`config.mk`:
```
export PLATFORM = sky130hd
export DESIGN_NAME = mem_done_unit
export DESIGN_NICKNAME = d
export VERILOG_FILES = /design/src/mem_cfg_pkg.sv /design/src/mem_types_pkg.sv /design/src/mem_if.sv /design/src/issue_router.sv /design/src/load_slot.sv /design/src/store_slot.sv /design/src/mem_done.sv /design/src/mem_done_unit.sv
export SDC_FILE = /design/constraint.sdc
export NUM_CORES = 1
export LEC_CHECK = 0
export ABC_AREA = 1
export BUFFER_PORTS_ARGS = -buffer_cell sky130_fd_sc_hd__buf_4
export CAP_MARGIN = 20
export CORE_AREA = 10 10 140 142
export CTS_CLUSTER_DIAMETER = 150
export DETAILED_ROUTE_END_ITERATION = 6
export DIE_AREA = 0 0 150 152
export PLACE_DENSITY = 0.87
export SYNTH_ARGS = -nofsm -noshare
export SYNTH_HDL_FRONTEND = slang
export SYNTH_SLANG_ARGS = --single-unit
```
`constraint.sdc`:
```
create_clock -name clk -period 12.45 [get_ports clk]
set_input_delay 2.49 -clock clk [delete_from_list [all_inputs] [get_ports clk]]
set_output_delay 2.49 -clock clk [all_outputs]
set_load 0.01 [all_outputs]
```
`src/mem_cfg_pkg.sv`:
```
// Sizing for a 16-entry ROB and a 32-bit word-only memory port; widths here must match the ROB
package mem_cfg_pkg;

	// ==============================
	// ROB sizing
	// ==============================

	// Number of reorder-buffer entries tracked for stomp
	localparam int rob_entries = 16;
	// Width of a ROB index, enough to name every entry
	localparam int rob_id_w = 4;

	// ==============================
	// Memory port sizing
	// ==============================

	// Byte address width of the AXI4-Lite port
	localparam int addr_w = 32;
	// One full word per beat, no partial strobes
	localparam int data_w = 32;

endpackage

```
`src/mem_types_pkg.sv`:
```
// Types shared by the memory completion RTL; response codes cover okay and slverr only
package mem_types_pkg;

	import mem_cfg_pkg::*;

	// ==============================
	// Operation and slot state
	// ==============================

	// Kind of memory operation carried by a request
	typedef enum logic {
		op_load  = 1'b0,
		op_store = 1'b1
	} mem_op_t;

	// Slot state machine encoding
	// The store slot only ever walks between idle and wait
	typedef enum logic [1:0] {
		slot_idle   = 2'd0,
		slot_wait   = 2'd1,
		slot_delay  = 2'd2,
		slot_delay2 = 2'd3
	} dram_state_t;

	// One bit per ROB entry, set when the pipeline flushes that entry
	typedef logic [rob_entries-1:0] rob_bitmask_t;

	// ==============================
	// AXI response codes
	// ==============================

	localparam logic [1:0] resp_okay   = 2'b00;
	localparam logic [1:0] resp_slverr = 2'b10;

endpackage

```
`src/mem_if.sv`:
```
// Request and completion handshakes between the router, the slots and the combiner; no clock inside
`timescale 1ns/1ps

// ==============================
// Request from router to a slot
// ==============================

// A request moves when valid and ready are both high
// Ready is high only while the receiving slot is idle
interface mem_req_if import mem_cfg_pkg::*; ();

	logic                valid;
	logic                ready;
	logic [rob_id_w-1:0] id;
	logic [addr_w-1:0]   addr;
	logic [data_w-1:0]   wdata;

	modport source (output valid, id, addr, wdata, input ready);
	modport sink (input valid, id, addr, wdata, output ready);

endinterface

// ==============================
// Completion from a slot to the combiner
// ==============================

// The slot keeps valid and every field stable until it sees ready
interface mem_cpl_if import mem_cfg_pkg::*; ();

	logic                valid;
	logic                ready;
	logic [rob_id_w-1:0] id;
	logic [data_w-1:0]   rdata;
	logic                fault;

	modport source (output valid, id, rdata, fault, input ready);
	modport sink (input valid, id, rdata, fault, output ready);

endinterface

```
`src/issue_router.sv`:
```
// One-entry holding stage; a new request is refused while the stage is full or its slot is busy
`timescale 1ns/1ps

module issue_router import mem_cfg_pkg::*; import mem_types_pkg::*; (
	input  logic                clk,
	input  logic                rst,
	input  logic                req_valid,
	output logic                req_ready,
	input  mem_op_t             req_op,
	input  logic [rob_id_w-1:0] req_id,
	input  logic [addr_w-1:0]   req_addr,
	input  logic [data_w-1:0]   req_wdata,
	mem_req_if.source           ld,
	mem_req_if.source           st
);

	logic                hold_v;
	mem_op_t             hold_op;
	logic [rob_id_w-1:0] hold_id;
	logic [addr_w-1:0]   hold_addr;
	logic [data_w-1:0]   hold_wdata;
	logic                taken;

	// Ready follows the slot that matches the incoming kind
	// The holding stage must be empty as well, so it is never overwritten
	assign req_ready = !hold_v && ((req_op == op_load) ? ld.ready : st.ready);

	// The held request leaves once its slot takes it
	assign taken = (ld.valid && ld.ready) || (st.valid && st.ready);

	always_ff @(posedge clk) begin
		if (rst)
			hold_v <= 1'b0;
		else if (req_valid && req_ready)
			hold_v <= 1'b1;
		else if (taken)
			hold_v <= 1'b0;
	end

	// Fields are captured on acceptance and stay put until the slot takes them
	always_ff @(posedge clk) begin
		if (req_valid && req_ready) begin
			hold_op    <= req_op;
			hold_id    <= req_id;
			hold_addr  <= req_addr;
			hold_wdata <= req_wdata;
		end
	end

	// Only the slot of the held kind sees valid
	assign ld.valid = hold_v && (hold_op == op_load);
	assign ld.id    = hold_id;
	assign ld.addr  = hold_addr;
	assign ld.wdata = hold_wdata;

	assign st.valid = hold_v && (hold_op == op_store);
	assign st.id    = hold_id;
	assign st.addr  = hold_addr;
	assign st.wdata = hold_wdata;

endmodule

```
`src/load_slot.sv`:
```
// Single outstanding load; completion appears two cycles after the R beat and any nonzero RRESP faults
`timescale 1ns/1ps

module load_slot import mem_cfg_pkg::*; import mem_types_pkg::*; (
	input  logic              clk,
	input  logic              rst,
	mem_req_if.sink           req,
	mem_cpl_if.source         cpl,
	output logic [addr_w-1:0] araddr,
	output logic              arvalid,
	input  logic              arready,
	input  logic [data_w-1:0] rdata,
	input  logic [1:0]        rresp,
	input  logic              rvalid,
	output logic              rready
);

	dram_state_t state;
	logic        take;
	logic        r_hs;

	// The slot takes a new load only from idle
	assign req.ready = (state == slot_idle);
	assign take      = req.valid && req.ready;

	// Read data is only expected while waiting, but ready also stays up in idle
	assign rready = (state == slot_idle) || (state == slot_wait);
	assign r_hs   = rvalid && rready && (state == slot_wait);

	// ==============================
	// Slot state machine
	// ==============================

	always_ff @(posedge clk) begin
		if (rst) begin
			state     <= slot_idle;
			arvalid   <= 1'b0;
			cpl.valid <= 1'b0;
		end else begin
			case (state)
				slot_idle: begin
					// Address goes out the cycle after the request is taken
					if (take) begin
						state   <= slot_wait;
						arvalid <= 1'b1;
					end
				end
				slot_wait: begin
					// Drop the address once the slave has it
					if (arvalid && arready)
						arvalid <= 1'b0;
					if (r_hs)
						state <= slot_delay;
				end
				slot_delay: begin
					// First settling cycle for forwarding
					state <= slot_delay2;
				end
				slot_delay2: begin
					// Present the completion, then hold it until the combiner takes it
					if (!cpl.valid) begin
						cpl.valid <= 1'b1;
					end else if (cpl.ready) begin
						cpl.valid <= 1'b0;
						state     <= slot_idle;
					end
				end
				default: state <= slot_idle;
			endcase
		end
	end

	// ==============================
	// Payload capture
	// ==============================

	// Address and index come from the request, data and fault from the R beat
	always_ff @(posedge clk) begin
		if (take) begin
			araddr <= req.addr;
			cpl.id <= req.id;
		end
		if (r_hs) begin
			cpl.rdata <= rdata;
			cpl.fault <= (rresp != resp_okay);
		end
	end

endmodule

```
`src/store_slot.sv`:
```
// Single outstanding store; done is reported before the B response, so a B error is only sticky
`timescale 1ns/1ps

module store_slot import mem_cfg_pkg::*; import mem_types_pkg::*; (
	input  logic              clk,
	input  logic              rst,
	mem_req_if.sink           req,
	mem_cpl_if.source         cpl,
	output logic [addr_w-1:0] awaddr,
	output logic              awvalid,
	input  logic              awready,
	output logic [data_w-1:0] wdata,
	output logic              wvalid,
	input  logic              wready,
	input  logic [1:0]        bresp,
	input  logic              bvalid,
	output logic              bready,
	output logic              store_error
);

	dram_state_t state;
	logic        take;
	// Per-channel progress of the store in flight
	logic        aw_ok;
	logic        w_ok;
	logic        b_ok;
	logic        cpl_sent;
	// Progress including a handshake in this very cycle
	logic        aw_now;
	logic        w_now;
	logic        b_now;
	logic        cpl_hs;

	assign req.ready = (state == slot_idle);
	assign take      = req.valid && req.ready;

	assign aw_now = aw_ok || (awvalid && awready);
	assign w_now  = w_ok || (wvalid && wready);
	assign bready = !b_ok;
	assign b_now  = b_ok || (bvalid && bready);
	assign cpl_hs = cpl.valid && cpl.ready;

	// A store carries no read data and reports errors through store_error
	assign cpl.rdata = '0;
	assign cpl.fault = 1'b0;

	// ==============================
	// Slot state machine
	// ==============================

	always_ff @(posedge clk) begin
		if (rst) begin
			state       <= slot_idle;
			awvalid     <= 1'b0;
			wvalid      <= 1'b0;
			aw_ok       <= 1'b0;
			w_ok        <= 1'b0;
			b_ok        <= 1'b0;
			cpl_sent    <= 1'b0;
			cpl.valid   <= 1'b0;
			store_error <= 1'b0;
		end else begin
			// The store has already retired, so an error can only be flagged
			if (bvalid && bready && bresp == resp_slverr)
				store_error <= 1'b1;
			case (state)
				slot_idle: begin
					// Address and data go out together
					if (take) begin
						state   <= slot_wait;
						awvalid <= 1'b1;
						wvalid  <= 1'b1;
					end
				end
				slot_wait: begin
					if (awvalid && awready) begin
						awvalid <= 1'b0;
						aw_ok   <= 1'b1;
					end
					if (wvalid && wready) begin
						wvalid <= 1'b0;
						w_ok   <= 1'b1;
					end
					if (bvalid && bready)
						b_ok <= 1'b1;
					// Done is raised once both channels are through, without waiting for B
					if (aw_now && w_now && !cpl.valid && !cpl_sent)
						cpl.valid <= 1'b1;
					if (cpl_hs) begin
						cpl.valid <= 1'b0;
						cpl_sent  <= 1'b1;
					end
					// Free the slot when B is in and the completion has gone
					if (b_now && (cpl_sent || cpl_hs)) begin
						state    <= slot_idle;
						aw_ok    <= 1'b0;
						w_ok     <= 1'b0;
						b_ok     <= 1'b0;
						cpl_sent <= 1'b0;
					end
				end
				default: state <= slot_idle;
			endcase
		end
	end

	// Payload is latched on take and held for the whole store
	always_ff @(posedge clk) begin
		if (take) begin
			awaddr <= req.addr;
			wdata  <= req.wdata;
			cpl.id <= req.id;
		end
	end

endmodule

```
`src/mem_done.sv`:
```
// Load completions always win a tie; the ROB has no back-pressure so done is a one-cycle pulse
`timescale 1ns/1ps

module mem_done import mem_cfg_pkg::*; import mem_types_pkg::*; (
	input  logic                clk,
	input  logic                rst,
	mem_cpl_if.sink             ld,
	mem_cpl_if.sink             st,
	input  rob_bitmask_t        stomp,
	output logic                done_valid,
	output logic [rob_id_w-1:0] done_id,
	output logic [data_w-1:0]   done_data,
	output logic                done_fault
);

	logic                sel_v;
	logic [rob_id_w-1:0] sel_id;
	logic [data_w-1:0]   sel_data;
	logic                sel_fault;

	// ==============================
	// Arbitration
	// ==============================

	// Loads are always taken, a store waits while a load is present
	assign ld.ready = 1'b1;
	assign st.ready = !ld.valid;

	// Pick the completion accepted this cycle
	always_comb begin
		sel_v = ld.valid || st.valid;
		if (ld.valid) begin
			sel_id    = ld.id;
			sel_data  = ld.rdata;
			sel_fault = ld.fault;
		end else begin
			sel_id    = st.id;
			sel_data  = st.rdata;
			sel_fault = st.fault;
		end
	end

	// ==============================
	// Done report
	// ==============================

	// A stomped entry is consumed here and never reported
	always_ff @(posedge clk) begin
		if (rst)
			done_valid <= 1'b0;
		else
			done_valid <= sel_v && !stomp[sel_id];
	end

	always_ff @(posedge clk) begin
		done_id    <= sel_id;
		done_data  <= sel_data;
		done_fault <= sel_fault;
	end

endmodule

```
`src/mem_done_unit.sv`:
```
// Memory completion unit with one load and one store in flight at most; full-word AXI4-Lite only
`timescale 1ns/1ps

module mem_done_unit import mem_cfg_pkg::*; import mem_types_pkg::*; (
	input  logic                clk,
	input  logic                rst,
	// Issued memory operations
	input  logic                req_valid,
	output logic                req_ready,
	input  mem_op_t             req_op,
	input  logic [rob_id_w-1:0] req_id,
	input  logic [addr_w-1:0]   req_addr,
	input  logic [data_w-1:0]   req_wdata,
	// Flushed ROB entries
	input  rob_bitmask_t        stomp,
	// AXI4-Lite read channels
	output logic [addr_w-1:0]   araddr,
	output logic                arvalid,
	input  logic                arready,
	input  logic [data_w-1:0]   rdata,
	input  logic [1:0]          rresp,
	input  logic                rvalid,
	output logic                rready,
	// AXI4-Lite write channels
	output logic [addr_w-1:0]   awaddr,
	output logic                awvalid,
	input  logic                awready,
	output logic [data_w-1:0]   wdata,
	output logic                wvalid,
	input  logic                wready,
	input  logic [1:0]          bresp,
	input  logic                bvalid,
	output logic                bready,
	// Completion report to the ROB
	output logic                done_valid,
	output logic [rob_id_w-1:0] done_id,
	output logic [data_w-1:0]   done_data,
	output logic                done_fault,
	output logic                store_error
);

	mem_req_if ld_req ();
	mem_req_if st_req ();
	mem_cpl_if ld_cpl ();
	mem_cpl_if st_cpl ();

	issue_router i_issue_router (
		.clk, .rst, .req_valid, .req_ready, .req_op, .req_id, .req_addr, .req_wdata,
		.ld(ld_req), .st(st_req)
	);

	load_slot i_load_slot (
		.clk, .rst, .req(ld_req), .cpl(ld_cpl),
		.araddr, .arvalid, .arready, .rdata, .rresp, .rvalid, .rready
	);

	store_slot i_store_slot (
		.clk, .rst, .req(st_req), .cpl(st_cpl),
		.awaddr, .awvalid, .awready, .wdata, .wvalid, .wready,
		.bresp, .bvalid, .bready, .store_error
	);

	mem_done i_mem_done (
		.clk, .rst, .ld(ld_cpl), .st(st_cpl), .stomp,
		.done_valid, .done_id, .done_data, .done_fault
	);

endmodule

```
# After elaboration in Yosys (flattened, before gate mapping)
# Index checks and enable logic that the tools add are counted.
[op_classes]
order_cmp = 1
eq_ne = 13
n_mux = 32
n_bitwise = 1
reduce_logical = 53
[op_table]
columns = ["operator", "count"]
rows = [
  ["1-bit 2-to-1 mux", 20],
  ["1-bit logical AND", 19],
  ["2-bit nonzero test", 9],
  ["2-bit by 1-bit inequality test with 1-bit output, second input constant", 7],
  ["2-bit AND reduction", 6],
  ["3-bit AND reduction", 4],
  ["2-bit 2-to-1 mux", 5],
  ["2-bit case mux with 4 select lines", 1],
  ["1-bit logical OR", 7],
  ["2-bit == test, second input constant", 3],
  ["1-bit logical NOT", 6],
  ["1-bit case mux with 2 select lines", 3],
  ["4-bit by 5-bit less-than comparator with 1-bit output, second input constant", 1],
  ["1-bit binary-select mux with 4-bit select", 1],
  ["2-bit by 1-bit == test with 1-bit output, second input constant", 2],
  ["2-bit logical NOT", 2],
  ["4-bit 2-to-1 mux", 1],
  ["2-bit case mux with 2 select lines", 1],
  ["2-bit inequality test, second input constant", 1],
  ["1-bit inverter", 1],
]
[word_totals]
regBits = 259
input_bits = 129
output_inout_bits = 141

# Longest topological paths before layout
# Gate-level depths: netlist (run 1).
[depth]
depth_word = 7
ltp_mapped = 11
depth_no_buf = 10

# Hierarchy
# From an unflattened synthesis (run 1), not the netlist that was laid out.
[hier_totals]
cells_unflattened = 640
hier_area_um2 = 9201.3
[modules_own_cells]
columns = ["mod", "instances", "cells_each", "area_each_um2", "seq_area_each_um2"]
rows = [
  ["issue_router", 1, 157, 2683.8, 2092.0],
  ["store_slot", 1, 157, 2666.3, 2222.1],
  ["load_slot", 1, 114, 2369.8, 2152.1],
  ["mem_done", 1, 212, 1481.4, 760.7],
]

# Least setup slack after synthesis (run 1)
# No wires, ideal clock.
[synth_timing]
kind = "input to output"
start = "input port req_op"
end = "output port req_ready"
t_arrival_ns = 2.785
required_time_ns = 9.960
path_slack_ns = 7.175
path_stages = 2
n_path_buf = 0
path_cell_list = "o21ai_0 > a21oi_1"
[synth_between]
elab_chain_len = 2
[synth_rtl]
columns = ["element", "line", "rtl"]
rows = [
  ["start, declared", "mem_done_unit.sv:10", "input mem_op_t req_op,"],
  ["1-bit 2-to-1 mux", "issue_router.sv:26", "assign req_ready = !hold_v && ((req_op == op_load) ? ld.ready : st.ready);"],
  ["1-bit logical AND", "issue_router.sv:26", ""],
  ["end, declared", "mem_done_unit.sv:9", "output logic req_ready,"],
]
# No other way between the ends.

# Final worst setup path (run 1)
# Ends and elaborated chain as after synthesis.

==> results.md, run 1 <==
- The flow ran to the end, and the final reports show no timing, DRC or antenna violations.
- The register area is 0.00723 mm^2.
- The final hold violation count came to 0.
- The first detailed-routing pass ran for 4 iterations.
- The endpoint identified for the worst register-to-register timing path is i_issue_router.ld.addr[14]$_DFFE_PP_.
- The final RePlAce weighted congestion is 0.854.
- The filler cell count is 1129.
- In this run the core area contains 48 standard-cell rows.
- In this run the cell area of the synthesized design comes to 0.00822 mm^2.
- The number of antenna violations at the first check in global routing was 0.
- The largest area contributor in the netlist is edfxtp_1.
- The number of antenna-violating nets in the routed design is 0.
- The final-report max-slew violation count was 0.
- After detailed routing, the number of remaining DRC violations is 0.
- In this run, post-CTS hold repair placed 0 buffers.
- Traced cell by cell, the critical path runs through buf_4 > o21ai_0 > a21oi_1 > buf_4.
- TritonCTS created 25 clock buffers.
- Setup violations remaining at the end of the flow were counted as 0.
- The type of the worst setup path is in2out.
- After synthesis, the mean cell area works out to 17.4 um^2.
- The path with the worst hold slack has its endpoint at i_store_slot.wdata[19]$_DFFE_PP_.
- The slowest stage of the critical path belongs to the cell buf_4.
- Clock-pin slew was measured on the worst setup and hold paths at 0.06 ns.
- The portion of the clock cycle consumed by the worst path in the final layout is 44.1%.
- Summing internal, switching and leakage power gives 2.11 mW.
- CTS placed an instance of clkbuf_16 at the clock tree root.
- The die is 150 um wide.
- Compared with the post-synthesis result, the final layout area differs by 38.3%.
- Data on the critical path is required at its endpoint by 9.96 ns.
- During I/O placement, the number of pins put on the boundary was 270.
- Setup repair after global routing left no endpoint under its margin.
- The number of nets produced by synthesis is 606.
- Yosys instantiated no cell more often than edfxtp_1.
- In the final routed layout, each cell accounts on average for 19.6 um.
- The count of synthesis-stage warnings from yosys is 0.
- The placeable core region is 0.0169 mm^2.
- The most used flip-flop cell after synthesis is edfxtp_1.
- The final critical delay including setup and external delays is 5.50 ns.
- For the worst setup path, the data arrival time is 3.01 ns.
- Wires add up to 19800 um.
- The maximum clock skew at final layout is 0.0103 ns.
- TritonCTS built the clock tree.
- The largest stage delay on the critical path is 0.17 ns.
- The highest fanout seen on the critical path is 3.
- The half-perimeter wire length after placement is 14700 um.
- In the final layout, the multi-input gates occupy 703 um^2.
- In this run the power density over the cells is 186 mW/mm^2.
- The share of the Yosys chip area taken by registers is 87.9%.
- The layout cell share with drive strength beyond 1 is 41.1%.
- The worst reg2reg path startpoint is i_load_slot.state[1]$_SDFFE_PP0P_.
- In this run the register-to-register setup slack is 10.21 ns.
- The instance count along the most critical hold path is 0.
- In this run, synthesis inferred 206 flip-flops with an integrated enable.
- The tool flagged a number of max-cap violations equal to 0.
- The number of global-route vias before repair is 4945.
- The worst setup path is launched from a primary input.
- STA classifies the critical path endpoint as an output pin.
- No sink is reached through more buffers than the 3 on the longest clock path.
- The number of sinks handled by clock tree synthesis is 258.
- The count of state elements after synthesis is 258.
- The insertion delay to the later sink of the worst-skew pair is 0.50 ns.
- The setup TNS is 0 ns.
- The antenna diode count is 0.
- Across the VDD grid, the largest voltage drop is 0.000137 V.
- In the synthesized netlist, the cells that appear most often are edfxtp_1, nand2_1, inv_1, dfxtp_1, nand3_1.
- The area of the die is 0.0228 mm^2.
- The final worst setup slack is 6.95 ns.
- The count of buffers added on input and output ports is 269.
- The normalized max-slew margin is 38.7%.
- The net count of the finished layout is 902.
- The count of vias placed by the detailed router is 4778.
- The initial utilization of the core area, before any placement, comes to 48.5%.
- Before CTS, the worst setup slack after placement is 6.96 ns.
- The slew at the pin closest to its max-slew limit is 0.920 ns.
- The starting DRC count in detailed routing is 184.
- The achievable frequency is 182 MHz.
- Counting stages on the worst path, the most repeated cell is buf_4.
- The class of the tightest hold or removal check is reg2reg.
- The global-route wire length before repair is 28800 um.
- The number of post-CTS setup repair buffers is 0.
- The synthesized design devotes to its leading area cell type 75.3% of total area.
- Global routing used 16.5% of the available tracks across all layers.
- The average via count per standard cell is 4.73.
- After synthesis, the cell types taking the most area are edfxtp_1, dfxtp_1, nand2_1.
- In this run, post-CTS repair resized a total of 0 instances.
- For this run, asynchronously set or reset flops after synthesis account for 0%.
- The distinct cell type count of the synthesized netlist is 23.
- From bottom edge to top edge, the die measures 152 um.
- The static leakage is 4.80 nW.
- Entering global routing, the biggest net connects 70 pins.
- Synthesis produced a netlist whose cell count is 473.
- The maximum level of the CTS H-tree is 1.
- Counting cells, the worst reg-to-reg path comes to 7.
- The residual overflow from global routing is 0.
- The start point of the worst min-delay path is i_issue_router.ld.wdata[19]$_DFFE_PP_.
## placed cells by master (no fill, tap or decap), types with 4 or more instances in the layout
| cell | instances |
|---|---|
| a21oi_1 | 17 |
| nand3_1 | 20 |
| clkbuf_16 | 25 |
| bufinv_16 | 4 |
| edfxtp_1 | 206 |
| nand2_1 | 70 |
| buf_4 | 274 |
| inv_1 | 66 |
| clkinv_1 | 6 |
| o21ai_0 | 6 |
| dfxtp_1 | 52 |
| ha_1 | 4 |
| nor2_1 | 8 |
## routing by layer
layer  up-vias  GRT usage (%)  routed length (um)
met1      2250           17.6                6860
met2       270           27.0                9360
met5         -              0                   0
met3        29           9.89                3140
li1       2229              -                   -
met4         0           4.68                 401
## sequential cells by signal, summed over array words and instances, names as in the netlist, 2 cells and up
signal / flops
i_store_slot.wdata: 32
i_load_slot.cpl.id: 4
i_issue_router.ld.addr: 32
i_issue_router.ld.id: 4
i_load_slot.state: 2
i_load_slot.araddr: 32
i_load_slot.cpl.rdata: 32
i_issue_router.ld.wdata: 32
i_mem_done.done_id: 4
i_store_slot.cpl.id: 4
i_store_slot.awaddr: 32
i_mem_done.done_data: 32
## cell families after synthesis
logic type                 synth area share (%)
DFF                                        87.9
and+or+nand+nor                            5.97
buffers and inverters                      3.67
AOI/OAI and AO/OA                          1.83
adders and majority gates                 0.609
## layout make-up
class,instances,area share (%)
well taps,225,2.48
inverters,68,2.29
clock buffers,28,5.60
multi-input cells,141,6.19
flip-flops and latches,258,63.6
repair buffers,275,18.3
clock inverters,15,1.52
## report_power, final
| part | leakage, nW | internal (mW) | switching, mW | total [mW] |
|---|---|---|---|---|
| clock | 0.390 | 0.448 | 0.295 | 0.742 |
| sequential | 2.33 | 1.07 | 0.0365 | 1.11 |
| combinational | 2.08 | 0.106 | 0.156 | 0.262 |
| total | 4.80 | 1.62 | 0.487 | 2.11 |
## through the flow
stage | hold slack, ns | std cells | cell area [um^2] | util, %
finish | 0.413 | 1010 | 11400 | 67.1
global route | 0.418 | 1010 | 11400 | 67.1
CTS | 0.415 | 1010 | 11400 | 67.1
detailed placement | 0.405 | 967 | 10600 | 62.3
global placement | 0.401 | 966 | 10500 | 62.2
floorplan | 0.400 | 473 | 8220 | -
## worst max path at each step
stage | from | to | cells past startpoint
after floorplan | req_op | req_ready | 2
after global placement | req_op | req_ready | 4
after detailed placement | req_op | req_ready | 4
after CTS | req_op | req_ready | 4
after global routing | req_op | req_ready | 4
final | req_op | req_ready | 4
## critical path, delay by kind of cell
family / cells / cell delay (ns)
buffers and inverters: 2 / 0.29
AOI/OAI and AO/OA: 2 / 0.23
Note: power is estimated with default switching activity, not from simulation.
==> run 2: changes to the inputs <==
ABC_AREA = 0   (was 1)
PLACE_DENSITY = 0.86   (was 0.87)
clock period = 5.4 ns   (was 12.45 ns; I/O delays follow)
==> run 2 against run 1 <==
Compared with the run above:
- non-clock buffer count is 3 lower
- sequential power is 130% higher
- synthesized area is 2.3% lower
- final cell count is 8.8% lower
- power is 120% higher
- die area stayed put
- first-iteration DRC count is 4.9% lower
- wire length is 3.5% lower
- sequential cell count stayed put
- setup slack worse by 4.4 ns
- clock-buffer cell count is 5 higher
- sequential share of layout area is 1.2 points higher
- critical endpoint unchanged
- largest power group unchanged
==> results.md, run 2 <==
- The run finished with clean final reports.
- The distinct cell type count of the synthesized netlist is 28.
- The total power per unit cell area is 422 mW/mm^2.
- Registers are responsible for 53.9% of the overall power.
- The clock group share of total power is 35.8%.
- The placeable core region is 0.0169 mm^2.
- The maximum level of the CTS H-tree is 1.
- At the pin with the least slew margin, the transition time is 1.04 ns.
- The instance count after placement with tap cells included is 875.
- Along the worst path, the maximum fanout reaches 7.
- After the last flow step, the layout net total stands at 810.
- The worst setup path is of the reg2out kind.
- The number of enable-type register cells in the synthesized netlist is 206.
- The count of vias placed by the detailed router is 4390.
- Buffers inserted to repair hold after CTS numbered 0.
- The number of standard cells in the final layout excluding fillers is 921.
- The number of antenna violations at the first check in global routing was 0.
- For this run the aggregate overflow at the end of global routing stands at 0.
- The final RePlAce weighted congestion is 0.857.
- The combinational fraction of design power is 10.3%.
- Summing every instance area after synthesis gives 0.00803 mm^2.
- Once detailed placement completed, the half-perimeter wirelength came to 13900 um.
- Setup total negative slack on the finished layout was measured at 0 ns.
- The net switching share of the total power is 22.1%.
- The repair_antennas step left the layout with diodes totalling 0.
- The starting DRC count in detailed routing is 175.
- Summed over all nets, the switching power comes to 1.04 mW.
- The global-route wire length before repair is 28500 um.
- The cell-internal power is 3.66 mW.
- The worst register-to-register path ends at i_mem_done.done_valid$_SDFF_PP0_.
- The gate count of the mapped netlist is 385.
- Relative to the synthesized area, the layout overhead comes to 38.8%.
- The worst path arrival time is 1.80 ns.
- The count of state elements after synthesis is 258.
- The count of synthesis-stage warnings from yosys is 0.
- The library cell used most frequently in the layout, excluding fill and tap cells, is buf_4.
- The normalized max-slew margin is 30.7%.
- In the post-synthesis netlist, the cell with the most instances is edfxtp_1.
- The vertical die dimension is 152 um.
- Dividing the detail-routed wire length by the instance count gives 20.7 um.
- For this design, the slowest cell found on the critical path is dfxtp_1.
- The initial core utilization is 47.4%.
- The count of nets left with antenna violations once routing finished came out at 0.
- The TritonCTS clock tree is done.
- The number of post-CTS setup repair buffers is 0.
- The achievable frequency is 348 MHz.
- Entering global routing, the biggest net connects 70 pins.
- In this run the mean area of a mapped cell was 20.9 um^2.
- The final layout contains routed wiring with a total length of 19100 um.
- In this design, the stage delay of the slowest critical-path cell is 0.33 ns.
- The initialized floorplan defines 48 standard-cell rows.
- The post-route core utilization is 65.8%.
- The portion of the clock cycle consumed by the worst path in the final layout is 53.3%.
- The first-pass iteration count of the detailed router is 5.
- The class of the tightest hold or removal check is reg2reg.
- The critical path goes through inv_1 > ha_1 > mux2i_1 > nor2_1 > buf_4.
- In the routed layout, each cell is associated on average with a via count of 4.77.
- The depth of the worst register-to-register path is 6.
- The launching instance or port of the critical path is i_load_slot.state[1]$_SDFFE_PP0P_.
- The die covers 0.0228 mm^2.
- The number of max-capacitance violations reported is 0.
- After synthesis, the most frequently instantiated cells are edfxtp_1, dfxtp_1, and2_1, nor2_1, a21oi_1.
- STA puts the critical path data required time at 4.32 ns.
- The insertion delay to the later sink of the worst-skew pair is 0.51 ns.
- Between clock sinks in the finished design, the worst skew comes to 0.0181 ns.
- The static leakage is 4.39 nW.
- The smallest clock period supported by the final layout is computed as 2.88 ns.
- By area the synthesized netlist is led by edfxtp_1, dfxtp_1, and2_1.
- The CTS root buffer is clkbuf_16.
- The peak supply drop is 0.000323 V.
- Clock-pin slew was measured on the worst setup and hold paths at 0.06 ns.
- The layout cell share with drive strength beyond 1 is 46.4%.
- The worst-case clock buffer depth is 3.
- The number of sinks handled by clock tree synthesis is 258.
- The largest area contributor in the netlist is edfxtp_1.
- The detailed-route DRC error count is 0.
- The post-synthesis async set-or-reset flop share is 0%.
- The most critical setup path has its endpoint at req_ready.
- The final hold violation count came to 0.
- Setup violations remaining at the end of the flow were counted as 0.
- The prevailing post-synth register cell is edfxtp_1.
- Port buffering added 269 buffers.
- The number of gates resized after CTS was 0.
- The number of buffers created by CTS is 25.
- STA classifies the critical path endpoint as an output pin.
- The floorplan step set the die width to 150 um.
- The area share of the largest cell type after synthesis is 77.0%.
- The global routing usage summed across all routing layers is 16.1%.
- The number of global-route vias before repair is 4837.
- Synthesis produced a netlist with a net count of 518.
- For flop-to-flop paths, the worst setup slack is 2.91 ns.
- The final-report max-slew violation count is 0.
- In this run the critical register-to-register path is launched from i_load_slot.cpl.valid$_SDFFE_PP0N_.
- Sequential elements use 90.0% of the synthesized area.
- The worst setup path is launched from a flop.
- Leaving out fill and tap cells, the most frequent cells in the layout are buf_4, edfxtp_1, dfxtp_1, and2_1, clkbuf_16.
- Setup repair after global routing left no endpoint under its margin.
- In this run the count of I/O pins placed on the die edge is 270.
[run 2: cell types whose count changed in the layout (fill, tap and decap cells not counted), moves of 3 or more]
cell,before,now
nand3_1,20,2
inv_1,66,9
mux2_2,0,3
nor2_1,8,19
a21oi_1,17,11
clkbuf_8,0,3
a31oi_1,0,3
nand2_1,70,9
mux4_2,0,3
bufinv_16,4,1
and2_1,0,34
mux2i_1,0,4
[run 2: power by group through the flow]
stage | Sequential, mW | Combinational (mW) | Clock (mW)
after global placement | 2.56 | 0.475 | 0
after global routing | 2.56 | 0.529 | 1.80
after floorplan | 2.59 | 0.174 | 0
after detailed placement | 2.57 | 0.495 | 0
after CTS | 2.54 | 0.498 | 1.71
final | 2.53 | 0.485 | 1.68
[run 2: per-stage QoR]
stage | hold slack [ns] | total power, mW | worst slack [ns] | cell area [um^2]
floorplan | 0.400 | 2.77 | 1.87 | 8030
global placement | 0.401 | 3.03 | 2.67 | 10300
detailed placement | 0.405 | 3.07 | 2.63 | 10300
CTS | 0.415 | 4.75 | 2.49 | 11200
global route | 0.419 | 4.88 | 2.43 | 11200
finish | 0.415 | 4.70 | 2.52 | 11200
[run 2: cells by family after synthesis]
| group | count (synthesis) | synth area share [%] |
|---|---|---|
| muxes | 12 | 2.21 |
| DFF | 258 | 90.0 |
| xor gates and xnor gates | 1 | 0.109 |
| buffers and inverters | 17 | 0.841 |
| and+or+nand+nor | 69 | 4.50 |
| AOI/OAI and AO/OA | 24 | 1.74 |
| adders and majority gates | 4 | 0.623 |
[run 2: layout make-up]
type	instances	area (um^2)
repair buffers	272	2040
fillers	1093	5790
flip-flops and latches	258	7230
inverters	10	37.5
multi-input cells	110	742
clock buffers	33	732
clock inverters	13	88.8
well taps	225	282
[run 2: per-layer routing]
metal / part of all wire [%] / global-route usage, % / wire length, um
met1: 34 / 16.4 / 6500
met5: 0 / 0 / 0
met2: 47 / 26.6 / 9050
met4: 1.4 / 3.94 / 265
met3: 17 / 10.8 / 3260
[run 2: worst min-delay path by stage]
stage                                          startpoint                                to  slack [ns]  depth (start not counted)
floorplan            i_issue_router.ld.wdata[0]$_DFFE_PP_   i_store_slot.wdata[0]$_DFFE_PP_        0.40                          0
global placement    i_issue_router.ld.wdata[13]$_DFFE_PP_  i_store_slot.wdata[13]$_DFFE_PP_        0.40                          0
detailed placement  i_issue_router.ld.wdata[14]$_DFFE_PP_  i_store_slot.wdata[14]$_DFFE_PP_        0.40                          0
CTS                 i_issue_router.ld.wdata[20]$_DFFE_PP_  i_store_slot.wdata[20]$_DFFE_PP_        0.42                          0
global route        i_issue_router.ld.wdata[31]$_DFFE_PP_  i_store_slot.wdata[31]$_DFFE_PP_        0.42                          0
finish              i_issue_router.ld.wdata[14]$_DFFE_PP_  i_store_slot.wdata[14]$_DFFE_PP_        0.42                          0
[run 2: critical path, delay by kind of cell, from the launching register on]
| family | cells | cell delay [ns] |
|---|---|---|
| DFF | 1 | 0.33 |
| adders and majority gates | 1 | 0.32 |
| buffers and inverters | 2 | 0.27 |
| and+or+nand+nor | 1 | 0.22 |
| muxes | 1 | 0.15 |
